## src/common/bp_code_pkg.sv

```systemverilog
package bp_code_pkg;

	// lane geometry of the rate 3/4 code
	localparam int bp_data_w = 3;                      // data bits per lane block
	localparam int bp_sym_w  = 4;                      // code symbol per lane, parity on top
	localparam int bp_lanes  = 4;                      // interleave depth
	localparam int bp_depth  = 7;                      // current block plus six past blocks
	localparam int bp_pat_n  = (1 << bp_sym_w) - 1;    // nonzero error patterns in one symbol

	// parity taps, bit 3k+j is data bit j of the block k writes ago
	// k=0 covers all three bits, k=1..3 form a basis so each signature is unique
	localparam logic [bp_depth*bp_data_w-1:0] bp_taps = 21'b101_110_011_100_010_001_111;

	typedef logic [bp_depth-1:0] bp_sig_t;                        // syndrome window, oldest in msb
	typedef logic [bp_depth-2:0][bp_data_w-1:0] bp_hist_t;        // [0] is one write ago
	typedef bp_sig_t [bp_pat_n:1] bp_sig_tab_t;                   // indexed by error pattern

	// parity over current block and the six stored blocks
	function automatic logic bp_parity(input logic [bp_data_w-1:0] cur, input bp_hist_t hist);
		return ^({hist, cur} & bp_taps);   // concatenation lines up with tap bit 3k+j
	endfunction

	// syndrome history left behind by each error pattern once it reaches the oldest slot
	function automatic bp_sig_tab_t bp_sig_build();
		bp_sig_tab_t tab;
		logic [bp_sym_w-1:0] pat;
		logic [bp_data_w-1:0] ed;
		tab = '0;
		for (int p = 1; p <= bp_pat_n; p++)
		begin
			pat = bp_sym_w'(p);
			ed  = pat[bp_data_w-1:0];          // data part of the burst
			for (int k = 0; k < bp_depth; k++)
			begin
				// syndrome k writes after the burst
				tab[p][bp_depth-1-k] = ^(ed & bp_taps[bp_data_w*k +: bp_data_w]);
			end
			// a parity bit error shows only in the burst's own syndrome
			tab[p][bp_depth-1] = tab[p][bp_depth-1] ^ pat[bp_data_w];
		end
		return tab;
	endfunction

	localparam bp_sig_tab_t bp_sig_table = bp_sig_build();

endpackage

```

## src/common/bp_host_pkg.sv

```systemverilog
package bp_host_pkg;

	localparam int bp_word_w = 16;    // host data bus
	localparam int bp_addr_w = 1;     // only address bit 0 is decoded

	// register select on ioaddr
	// code: write data to encode, read code symbols
	// data: write received word, read decoded data
	typedef enum logic [bp_addr_w-1:0]
	{
		bp_reg_code = 1'b0,
		bp_reg_data = 1'b1
	} bp_reg_e;

endpackage

```

## src/bp437/bp437_dec.sv

```systemverilog
`timescale 1ns/1ps

// one lane of the decoder
// holds the received data for six writes, checks parity on every block and
// repairs a single-symbol burst when it has worked its way to the oldest slot
module bp437_dec
	import bp_code_pkg::*;
(
	input  logic                 clk,
	input  logic                 rst_n,
	input  logic                 ce,     // received word written
	input  logic [bp_sym_w-1:0]  r,      // received symbol {parity, data}
	output logic [bp_data_w-1:0] d       // data of six writes ago, corrected
);

	logic [bp_data_w-1:0] r_dat;     // received data bits
	logic                 r_par;     // received parity bit
	bp_hist_t             dly;       // received data delay line, [0] newest
	logic [bp_depth-2:0]  syn_q;     // stored syndromes of the last six writes
	logic                 syn_now;   // syndrome of the block being written
	bp_sig_t              sig_win;   // seven syndromes, oldest block in msb
	logic                 fix_hit;   // window matches a burst signature
	logic [bp_data_w-1:0] fix_d;     // data bits to flip in the oldest block
	bp_sig_t              fix_sig;   // signature of the burst being removed

	assign r_dat = r[bp_data_w-1:0];
	assign r_par = r[bp_data_w];

	// recompute the parity from what was received, any mismatch is a syndrome
	assign syn_now = r_par ^ bp_parity(r_dat, dly);
	assign sig_win = {syn_q, syn_now};

	// look the window up in the signature table
	// only odd weight bursts are usable, an even one leaves its own syndrome
	// clear and cannot be told apart from a burst one write younger
	always_comb
	begin
		fix_hit = 1'b0;
		fix_d   = '0;
		fix_sig = '0;
		for (int p = 1; p <= bp_pat_n; p++)
		begin
			if (^(bp_sym_w'(p)) && (sig_win == bp_sig_table[p]))
			begin
				fix_hit = 1'b1;
				fix_d   = bp_data_w'(p);      // low bits of the pattern are the data error
				fix_sig = bp_sig_table[p];
			end
		end
	end

	// oldest received block with the burst taken out
	assign d = dly[bp_depth-2] ^ fix_d;

	always_ff @(posedge clk)
	begin
		if (!rst_n)
		begin
			dly   <= '0;
			syn_q <= '0;
		end
		else if (ce)
		begin
			dly <= {dly[bp_depth-3:0], r_dat};
			// the oldest syndrome leaves, the burst's trace goes with the correction
			syn_q <= sig_win[bp_depth-2:0] ^ fix_sig[bp_depth-2:0];
		end
	end

	// a correction on a write needs a syndrome in the oldest slot
	a_fix_oldest: assert property (@(posedge clk) disable iff (!rst_n)
		(ce && fix_hit) |-> sig_win[bp_depth-1])
		else $error("bp437_dec: correction without oldest syndrome");

endmodule

```

## src/bp437/bp437_enc.sv

```systemverilog
`timescale 1ns/1ps

// one lane of the encoder
// data passes straight through, parity is appended in the msb
module bp437_enc
	import bp_code_pkg::*;
(
	input  logic                 clk,
	input  logic                 rst_n,
	input  logic                 ce,     // advance one block
	input  logic [bp_data_w-1:0] u,      // data block of this lane
	output logic [bp_sym_w-1:0]  v       // code symbol {parity, data}
);

	bp_hist_t hist;     // six previous data blocks, [0] newest
	logic     par;      // parity of the current block

	// block history, shifts on every write to the code register
	always_ff @(posedge clk)
	begin
		if (!rst_n)
		begin
			hist <= '0;
		end
		else if (ce)
		begin
			hist <= {hist[bp_depth-3:0], u};   // oldest block drops out
		end
	end

	// parity sees the block being written plus the stored ones
	assign par = bp_parity(u, hist);
	assign v   = {par, u};   // systematic, data in low bits

	// strobe must be clean, an x here corrupts the whole history
	a_ce_known: assert property (@(posedge clk) disable iff (!rst_n) !$isunknown(ce))
		else $error("bp437_enc: ce unknown");

endmodule

```

## src/verilog/bp437p16.sv

```systemverilog
`timescale 1ns/1ps

// host side of the codec, four interleaved lanes
// a 16-bit burst hits each lane in one symbol only
module bp437p16
	import bp_code_pkg::*, bp_host_pkg::*;
(
	input  logic                 clk,
	input  logic                 rst_n,
	input  logic                 iocs,     // chip select
	input  logic [bp_addr_w-1:0] ioaddr,   // register select
	input  logic [bp_word_w-1:0] din,      // write data
	output logic [bp_word_w-1:0] dout,     // read data, held between reads
	input  logic                 iord,     // read strobe
	input  logic                 iowr      // write strobe
);

	localparam int code_w = bp_lanes * bp_sym_w;    // four symbols
	localparam int data_w = bp_lanes * bp_data_w;   // four data blocks

	bp_reg_e           reg_sel;
	logic              enc_we;     // word to encode
	logic              dec_we;     // received word
	logic [code_w-1:0] enc_sym;    // encoder lanes, combinational
	logic [data_w-1:0] dec_dat;    // decoder lanes, combinational
	logic [code_w-1:0] code_q;     // code register
	logic [data_w-1:0] data_q;     // decoded register

	assign reg_sel = bp_reg_e'(ioaddr);

	// write strobes
	assign enc_we = iocs & iowr & (reg_sel == bp_reg_code);
	assign dec_we = iocs & iowr & (reg_sel == bp_reg_data);

	// lane i takes data bits 3i+2..3i and symbol bits 4i+3..4i
	for (genvar i = 0; i < bp_lanes; i++)
	begin : g_lane
		bp437_enc u_enc
		(
			.clk   (clk),
			.rst_n (rst_n),
			.ce    (enc_we),
			.u     (din[bp_data_w*i +: bp_data_w]),
			.v     (enc_sym[bp_sym_w*i +: bp_sym_w])
		);

		bp437_dec u_dec
		(
			.clk   (clk),
			.rst_n (rst_n),
			.ce    (dec_we),
			.r     (din[bp_sym_w*i +: bp_sym_w]),
			.d     (dec_dat[bp_data_w*i +: bp_data_w])
		);
	end

	// result registers and registered read mux
	always_ff @(posedge clk)
	begin
		if (!rst_n)
		begin
			code_q <= '0;
			data_q <= '0;
			dout   <= '0;
		end
		else
		begin
			if (enc_we)
				code_q <= enc_sym;     // symbols of this write
			if (dec_we)
				data_q <= dec_dat;     // data of six writes back
			if (iord)
			begin
				if (reg_sel == bp_reg_data)
					dout <= bp_word_w'(data_q);   // upper nibble reads zero
				else
					dout <= bp_word_w'(code_q);
			end
		end
	end

	// host never reads and writes in the same access
	a_no_rdwr: assert property (@(posedge clk) disable iff (!rst_n) iocs |-> !(iowr && iord))
		else $error("bp437p16: iord and iowr together");

endmodule
```

## config.mk

```make
export PLATFORM = sky130hd
export DESIGN_NAME = bp437p16
export DESIGN_NICKNAME = d
export VERILOG_FILES = /design/src/common/bp_code_pkg.sv /design/src/common/bp_host_pkg.sv /design/src/bp437/bp437_dec.sv /design/src/bp437/bp437_enc.sv /design/src/verilog/bp437p16.sv
export SDC_FILE = /design/constraint.sdc
export NUM_CORES = 1
export LEC_CHECK = 0
export BUFFER_PORTS_ARGS = -buffer_cell sky130_fd_sc_hd__buf_2
export CAP_MARGIN = 10
export CORE_AREA = 2 2 134 136
export CTS_BUF_LIST = sky130_fd_sc_hd__clkbuf_4
export CTS_CLUSTER_DIAMETER = 30
export CTS_CLUSTER_SIZE = 28
export DETAILED_ROUTE_END_ITERATION = 7
export DIE_AREA = 0 0 136 138
export GPL_ROUTABILITY_DRIVEN = 0
export PLACE_DENSITY = 0.81
export REMOVE_ABC_BUFFERS = 1
export SYNTH_ARGS = -nofsm -noshare
export SYNTH_HDL_FRONTEND = slang
export SYNTH_HIERARCHICAL = 1
export SYNTH_SLANG_ARGS = --single-unit
```

## constraint.sdc

```tcl
create_clock -name clk -period 5.9 [get_ports clk]
set_input_delay 1.18 -clock clk [delete_from_list [all_inputs] [get_ports clk]]
set_output_delay 1.18 -clock clk [all_outputs]
set_load 0.005 [all_outputs]
```

==> tab_implementation.tex <==
\begin{tabular}{lr}
\hline
Metric & Value \\
\hline
\multicolumn{2}{l}{\textbf{Setup path}} \\
\quad Type of destination of the critical path & flop \\
\quad CP Data Required Time & 6.37 ns \\
\quad Crit path kind & in2reg \\
\quad Critical-path cell with the highest stage delay & sky130\_fd\_sc\_hd\_\_xnor3\_2 \\
\quad Gate family responsible for the most delay along the worst path & XOR/XNOR gates \\
\quad Longest individual stage delay on the worst path & 0.51 ns \\
\quad Most Frequent Cell on Critical Path & sky130\_fd\_sc\_hd\_\_xor2\_1 \\
\quad Largest fanout on the critical path & 5 \\
\quad Critical Path Source Type & input port \\
\quad Ordered cell list for the critical path & buf\_2, xor2\_1, xnor3\_2, xor2\_1, mux2\_4, or3\_4, xor2\_1, nand2\_1, mux2i\_1 \\
\quad Total buffers and inverters traversed by the critical path & 1 \\
\quad Crit path DAT & 3.41 ns \\
\multicolumn{2}{l}{\textbf{Routing}} \\
\quad Total via count after detailed routing & 6757 \\
\quad Via density per instance & 5.28 \\
\quad Routed len/inst & 13.7 µm \\
\quad Number of iterations in the first detailed-routing pass & 5 \\
\quad 1st-iter DRT viols & 355 \\
\quad DRC viols & 0 \\
\quad Antenna Violating Nets Remaining & 0 \\
\quad Wire length reported by the detailed router & 17500 µm \\
\multicolumn{2}{l}{\textbf{Clock tree}} \\
\quad Number of gates resized after CTS & 0 \\
\quad CTS root buffer & sky130\_fd\_sc\_hd\_\_clkbuf\_4 \\
\quad CTS H-tree lvls & 2 \\
\quad Sinks on Clock Net & 208 \\
\quad Clock tree from TritonCTS & yes \\
\quad Clock-pin slew of the registers on the worst-case setup and hold paths & 0.09 ns \\
\quad Post-CTS setup-driven buffer insertion count & 0 \\
\quad Largest buffer count on any clock path & 3 \\
\quad Inserted Clock Buffers & 39 \\
\quad Clock latency on the worst-skew pair & 0.63 ns \\
\quad Hold bufs inserted after CTS & 0 \\
\multicolumn{2}{l}{\textbf{Run}} \\
\quad Maximum capacitance violations & 0 \\
\multicolumn{2}{l}{\textbf{Floorplan}} \\
\quad Starting Density & 58.3\% \\
\quad Die Span X & 136 µm \\
\quad Std-Cell Core Area & 0.0175 mm² \\
\quad Count of standard-cell rows & 49 \\
\quad Top-Level Pins & 38 \\
\quad Chip Height & 138 µm \\
\quad DIE AREA & 0.0188 mm² \\
\multicolumn{2}{l}{\textbf{Synthesis}} \\
\quad Number of flops mapped to enable cells by yosys & 0 \\
\quad Async set or reset register ratio after synthesis & 0\% \\
\quad Cell area after synthesis & 0.0102 mm² \\
\quad Synth Flop Type & sky130\_fd\_sc\_hd\_\_dfxtp\_1 \\
\quad Count of mapped cells out of synthesis & 1027 \\
\quad Number of unique standard cell types used by synthesis & 46 \\
\quad Synthesized area divided by synthesized cell count & 9.95 µm² \\
\quad Register bit total from synthesis & 208 \\
\quad Sequential share of the synthesized area & 40.7\% \\
\quad Total number of yosys warnings & 6 \\
\multicolumn{2}{l}{\textbf{Placed design}} \\
\quad Placement-stage cell area & 0.0103 mm² \\
\quad Count of input and output buffers & 37 \\
\quad HPWL after detailed placement & 11100 µm \\
\quad Setup WS pre-CTS & 2.39 ns \\
\multicolumn{2}{l}{\textbf{Finish}} \\
\quad Final net count & 1042 \\
\quad Summed area of non-filler cells in the final layout & 0.0109 mm² \\
\quad Fillcell total & 1481 \\
\quad Layout cell share with drive strength beyond 1 & 13.6\% \\
\quad Total inserted antenna cells & 0 \\
\quad Relative area change from synthesis to final layout & 6.83\% \\
\multicolumn{2}{l}{\textbf{Hold path}} \\
\quad Kind of path behind the tightest hold check & reg2reg \\
\multicolumn{2}{l}{\textbf{Timing}} \\
\quad Max-slew violation total from the final report & 0 \\
\quad Maximum clock rate & 341 MHz \\
\quad Final setup violating endpoints & 0 \\
\quad Slew of the pin with the lowest slew margin & 1.08 ns \\
\quad RSZ-0062 raised after global routing & no \\
\quad Setup Skew & 0.0269 ns \\
\quad Final cycle utilization of the critical path & 49.8\% \\
\quad Relative slew margins & 28.0\% \\
\quad Number of endpoints with negative hold slack in the final report & 0 \\
\quad Setup total negative slack & 0 ns \\
\quad Minimum setup slack in the final design & 2.96 ns \\
\quad Final Critical Period & 2.94 ns \\
\multicolumn{2}{l}{\textbf{Global route}} \\
\quad GRT met3 Usage & 4.62\% \\
\quad Met1 Usage GRT & 26.1\% \\
\quad Number of global-route vias before repair & 6412 \\
\quad GR Overflow Total & 0 \\
\quad Antenna violations before repair & 0 \\
\quad Maximum number of pins on one net before global-route repair & 110 \\
\quad First-pass GRT wire length & 29900 µm \\
\quad Met2 Usage GRT & 29.4\% \\
\quad Total global routing track utilization & 18.9\% \\
\quad Layer with the highest usage & met2 \\
\multicolumn{2}{l}{\textbf{Status}} \\
\quad Outcome & complete, no violations \\
\multicolumn{2}{l}{\textbf{Pwr}} \\
\quad Maximum VDD drop & 190 µV \\
\quad Power density of the placed cells & 260 mW/mm² \\
\quad Cell leakage power & 3.74 nW \\
\hline
\end{tabular}
-- metal layers --
layer | vias to the layer above | share of wire (%)
met4 | 0 | 1.3
met5 | - | 0
met3 | 27 | 4.3
li1 | 3473 | -
met2 | 114 | 45
met1 | 3143 | 49
-- logic make-up after synthesis --
kind of cell           Yosys count  share of synthesized area, %
AND/OR/NAND/NOR                345                          18.7
flip-flops                     208                          40.7
multiplexers                   198                          19.5
buffers and inverters          102                          4.91
XOR/XNOR                        91                          10.7
AO/OA/AOI/OAI                   83                          5.37
-- flip-flops by register name (all words and copies together) (netlist names) --
name                flops
data_q                 12
code_q                 16
g_lane.u_enc/hist      68
g_lane.u_dec/dly       72
g_lane.u_dec/syn_q     24
dout                   16
-- cell type report --
cell class	instances	area, µm²	share of cell area, %
inverters	12	45.0	0.412
clock buffers	45	338	3.09
flip-flops and latches	208	4160	38.1
clock inverters	26	280	2.57
repair buffers	42	241	2.21
well taps	229	287	2.62
multi-input cells	717	5570	51.0
-- metrics by stage --
| stage | utilization, % | hold slack (ns) | cells | power, mW |
|---|---|---|---|---|
| after floorplan | - | 0.434 | 937 | 1.64 |
| after global placement | 58.8 | 0.442 | 1208 | 1.70 |
| after detailed placement | 58.8 | 0.448 | 1208 | 1.70 |
| after CTS | 62.3 | 0.465 | 1279 | 2.88 |
| after global routing | 62.3 | 0.487 | 1279 | 2.97 |
| final | 62.3 | 0.461 | 1279 | 2.84 |
-- worst min-delay path, delay by kind of cell (launching register included) --
family        cells  cell delay (ns)
simple gates      1             0.05
mux               1             0.05
flops             1             0.32
-- path summary, 6_finish.rpt --
path	end	cells after the start	from	slack, ns
setup / recovery	data_q[7]	9	din[8]	2.96
hold / removal	data_q[0]	2	data_q[0]	0.46
setup reg to reg	data_q[7]	8	g_lane[2].u_dec/dly[0]	3.29
hold reg to reg	data_q[0]	2	data_q[0]	0.46
-- where the power goes --
group | switching, mW | internal [mW] | leakage, nW | total (mW)
clock | 0.591 | 0.580 | 0.321 | 1.17
combinational | 0.119 | 0.112 | 1.74 | 0.231
sequential | 0.0144 | 1.42 | 1.68 | 1.43
total | 0.724 | 2.11 | 3.74 | 2.84
-- cells in the mapped netlist, types with 4 or more instances --
library cell	number	area, µm²
sky130_fd_sc_hd__or3_1	5	31.3
sky130_fd_sc_hd__clkbuf_1	55	206
sky130_fd_sc_hd__dfxtp_1	208	4160
sky130_fd_sc_hd__xnor2_2	7	114
sky130_fd_sc_hd__nand2_1	85	319
sky130_fd_sc_hd__buf_4	22	165
sky130_fd_sc_hd__nor2_1	14	52.6
sky130_fd_sc_hd__xor2_1	16	140
sky130_fd_sc_hd__nor3_1	18	90.1
sky130_fd_sc_hd__buf_2	8	40.0
sky130_fd_sc_hd__xnor3_2	5	119
sky130_fd_sc_hd__mux2i_1	195	1950
sky130_fd_sc_hd__nand2b_1	12	75.1
sky130_fd_sc_hd__and2_1	7	43.8
sky130_fd_sc_hd__a21oi_1	18	90.1
sky130_fd_sc_hd__inv_1	9	33.8
sky130_fd_sc_hd__o21ai_1	12	60.1
sky130_fd_sc_hd__xnor2_1	51	447
sky130_fd_sc_hd__nand3_1	18	90.1
sky130_fd_sc_hd__nand3b_1	16	120
sky130_fd_sc_hd__nand4_1	6	37.5
sky130_fd_sc_hd__a21boi_0	5	37.5
sky130_fd_sc_hd__xnor3_1	11	248
sky130_fd_sc_hd__o21ai_0	12	60.1
sky130_fd_sc_hd__o22ai_1	13	81.3
sky130_fd_sc_hd__nor2b_1	154	963
sky130_fd_sc_hd__a32o_1	4	40.0
-- placed cells by master (no fill, tap or decap), types with 12 or more instances in the layout --
| cell type | synthesis | routed |
|---|---|---|
| sky130_fd_sc_hd__nor3_1 | 18 | 18 |
| sky130_fd_sc_hd__nor2b_1 | 154 | 154 |
| sky130_fd_sc_hd__xnor2_1 | 51 | 51 |
| sky130_fd_sc_hd__o21ai_0 | 12 | 12 |
| sky130_fd_sc_hd__xor2_1 | 16 | 16 |
| sky130_fd_sc_hd__clkbuf_4 | 0 | 45 |
| sky130_fd_sc_hd__nand2b_1 | 12 | 12 |
| sky130_fd_sc_hd__nand3b_1 | 16 | 16 |
| sky130_fd_sc_hd__buf_2 | 8 | 36 |
| sky130_fd_sc_hd__nor2_1 | 14 | 14 |
| sky130_fd_sc_hd__o22ai_1 | 13 | 13 |
| sky130_fd_sc_hd__o21ai_1 | 12 | 12 |
| sky130_fd_sc_hd__a21oi_1 | 18 | 18 |
| sky130_fd_sc_hd__dfxtp_1 | 208 | 208 |
| sky130_fd_sc_hd__nand3_1 | 18 | 18 |
| sky130_fd_sc_hd__mux2i_1 | 195 | 195 |
| sky130_fd_sc_hd__nand2_1 | 85 | 85 |
No activity file was read; power rests on OpenSTA's default activity.
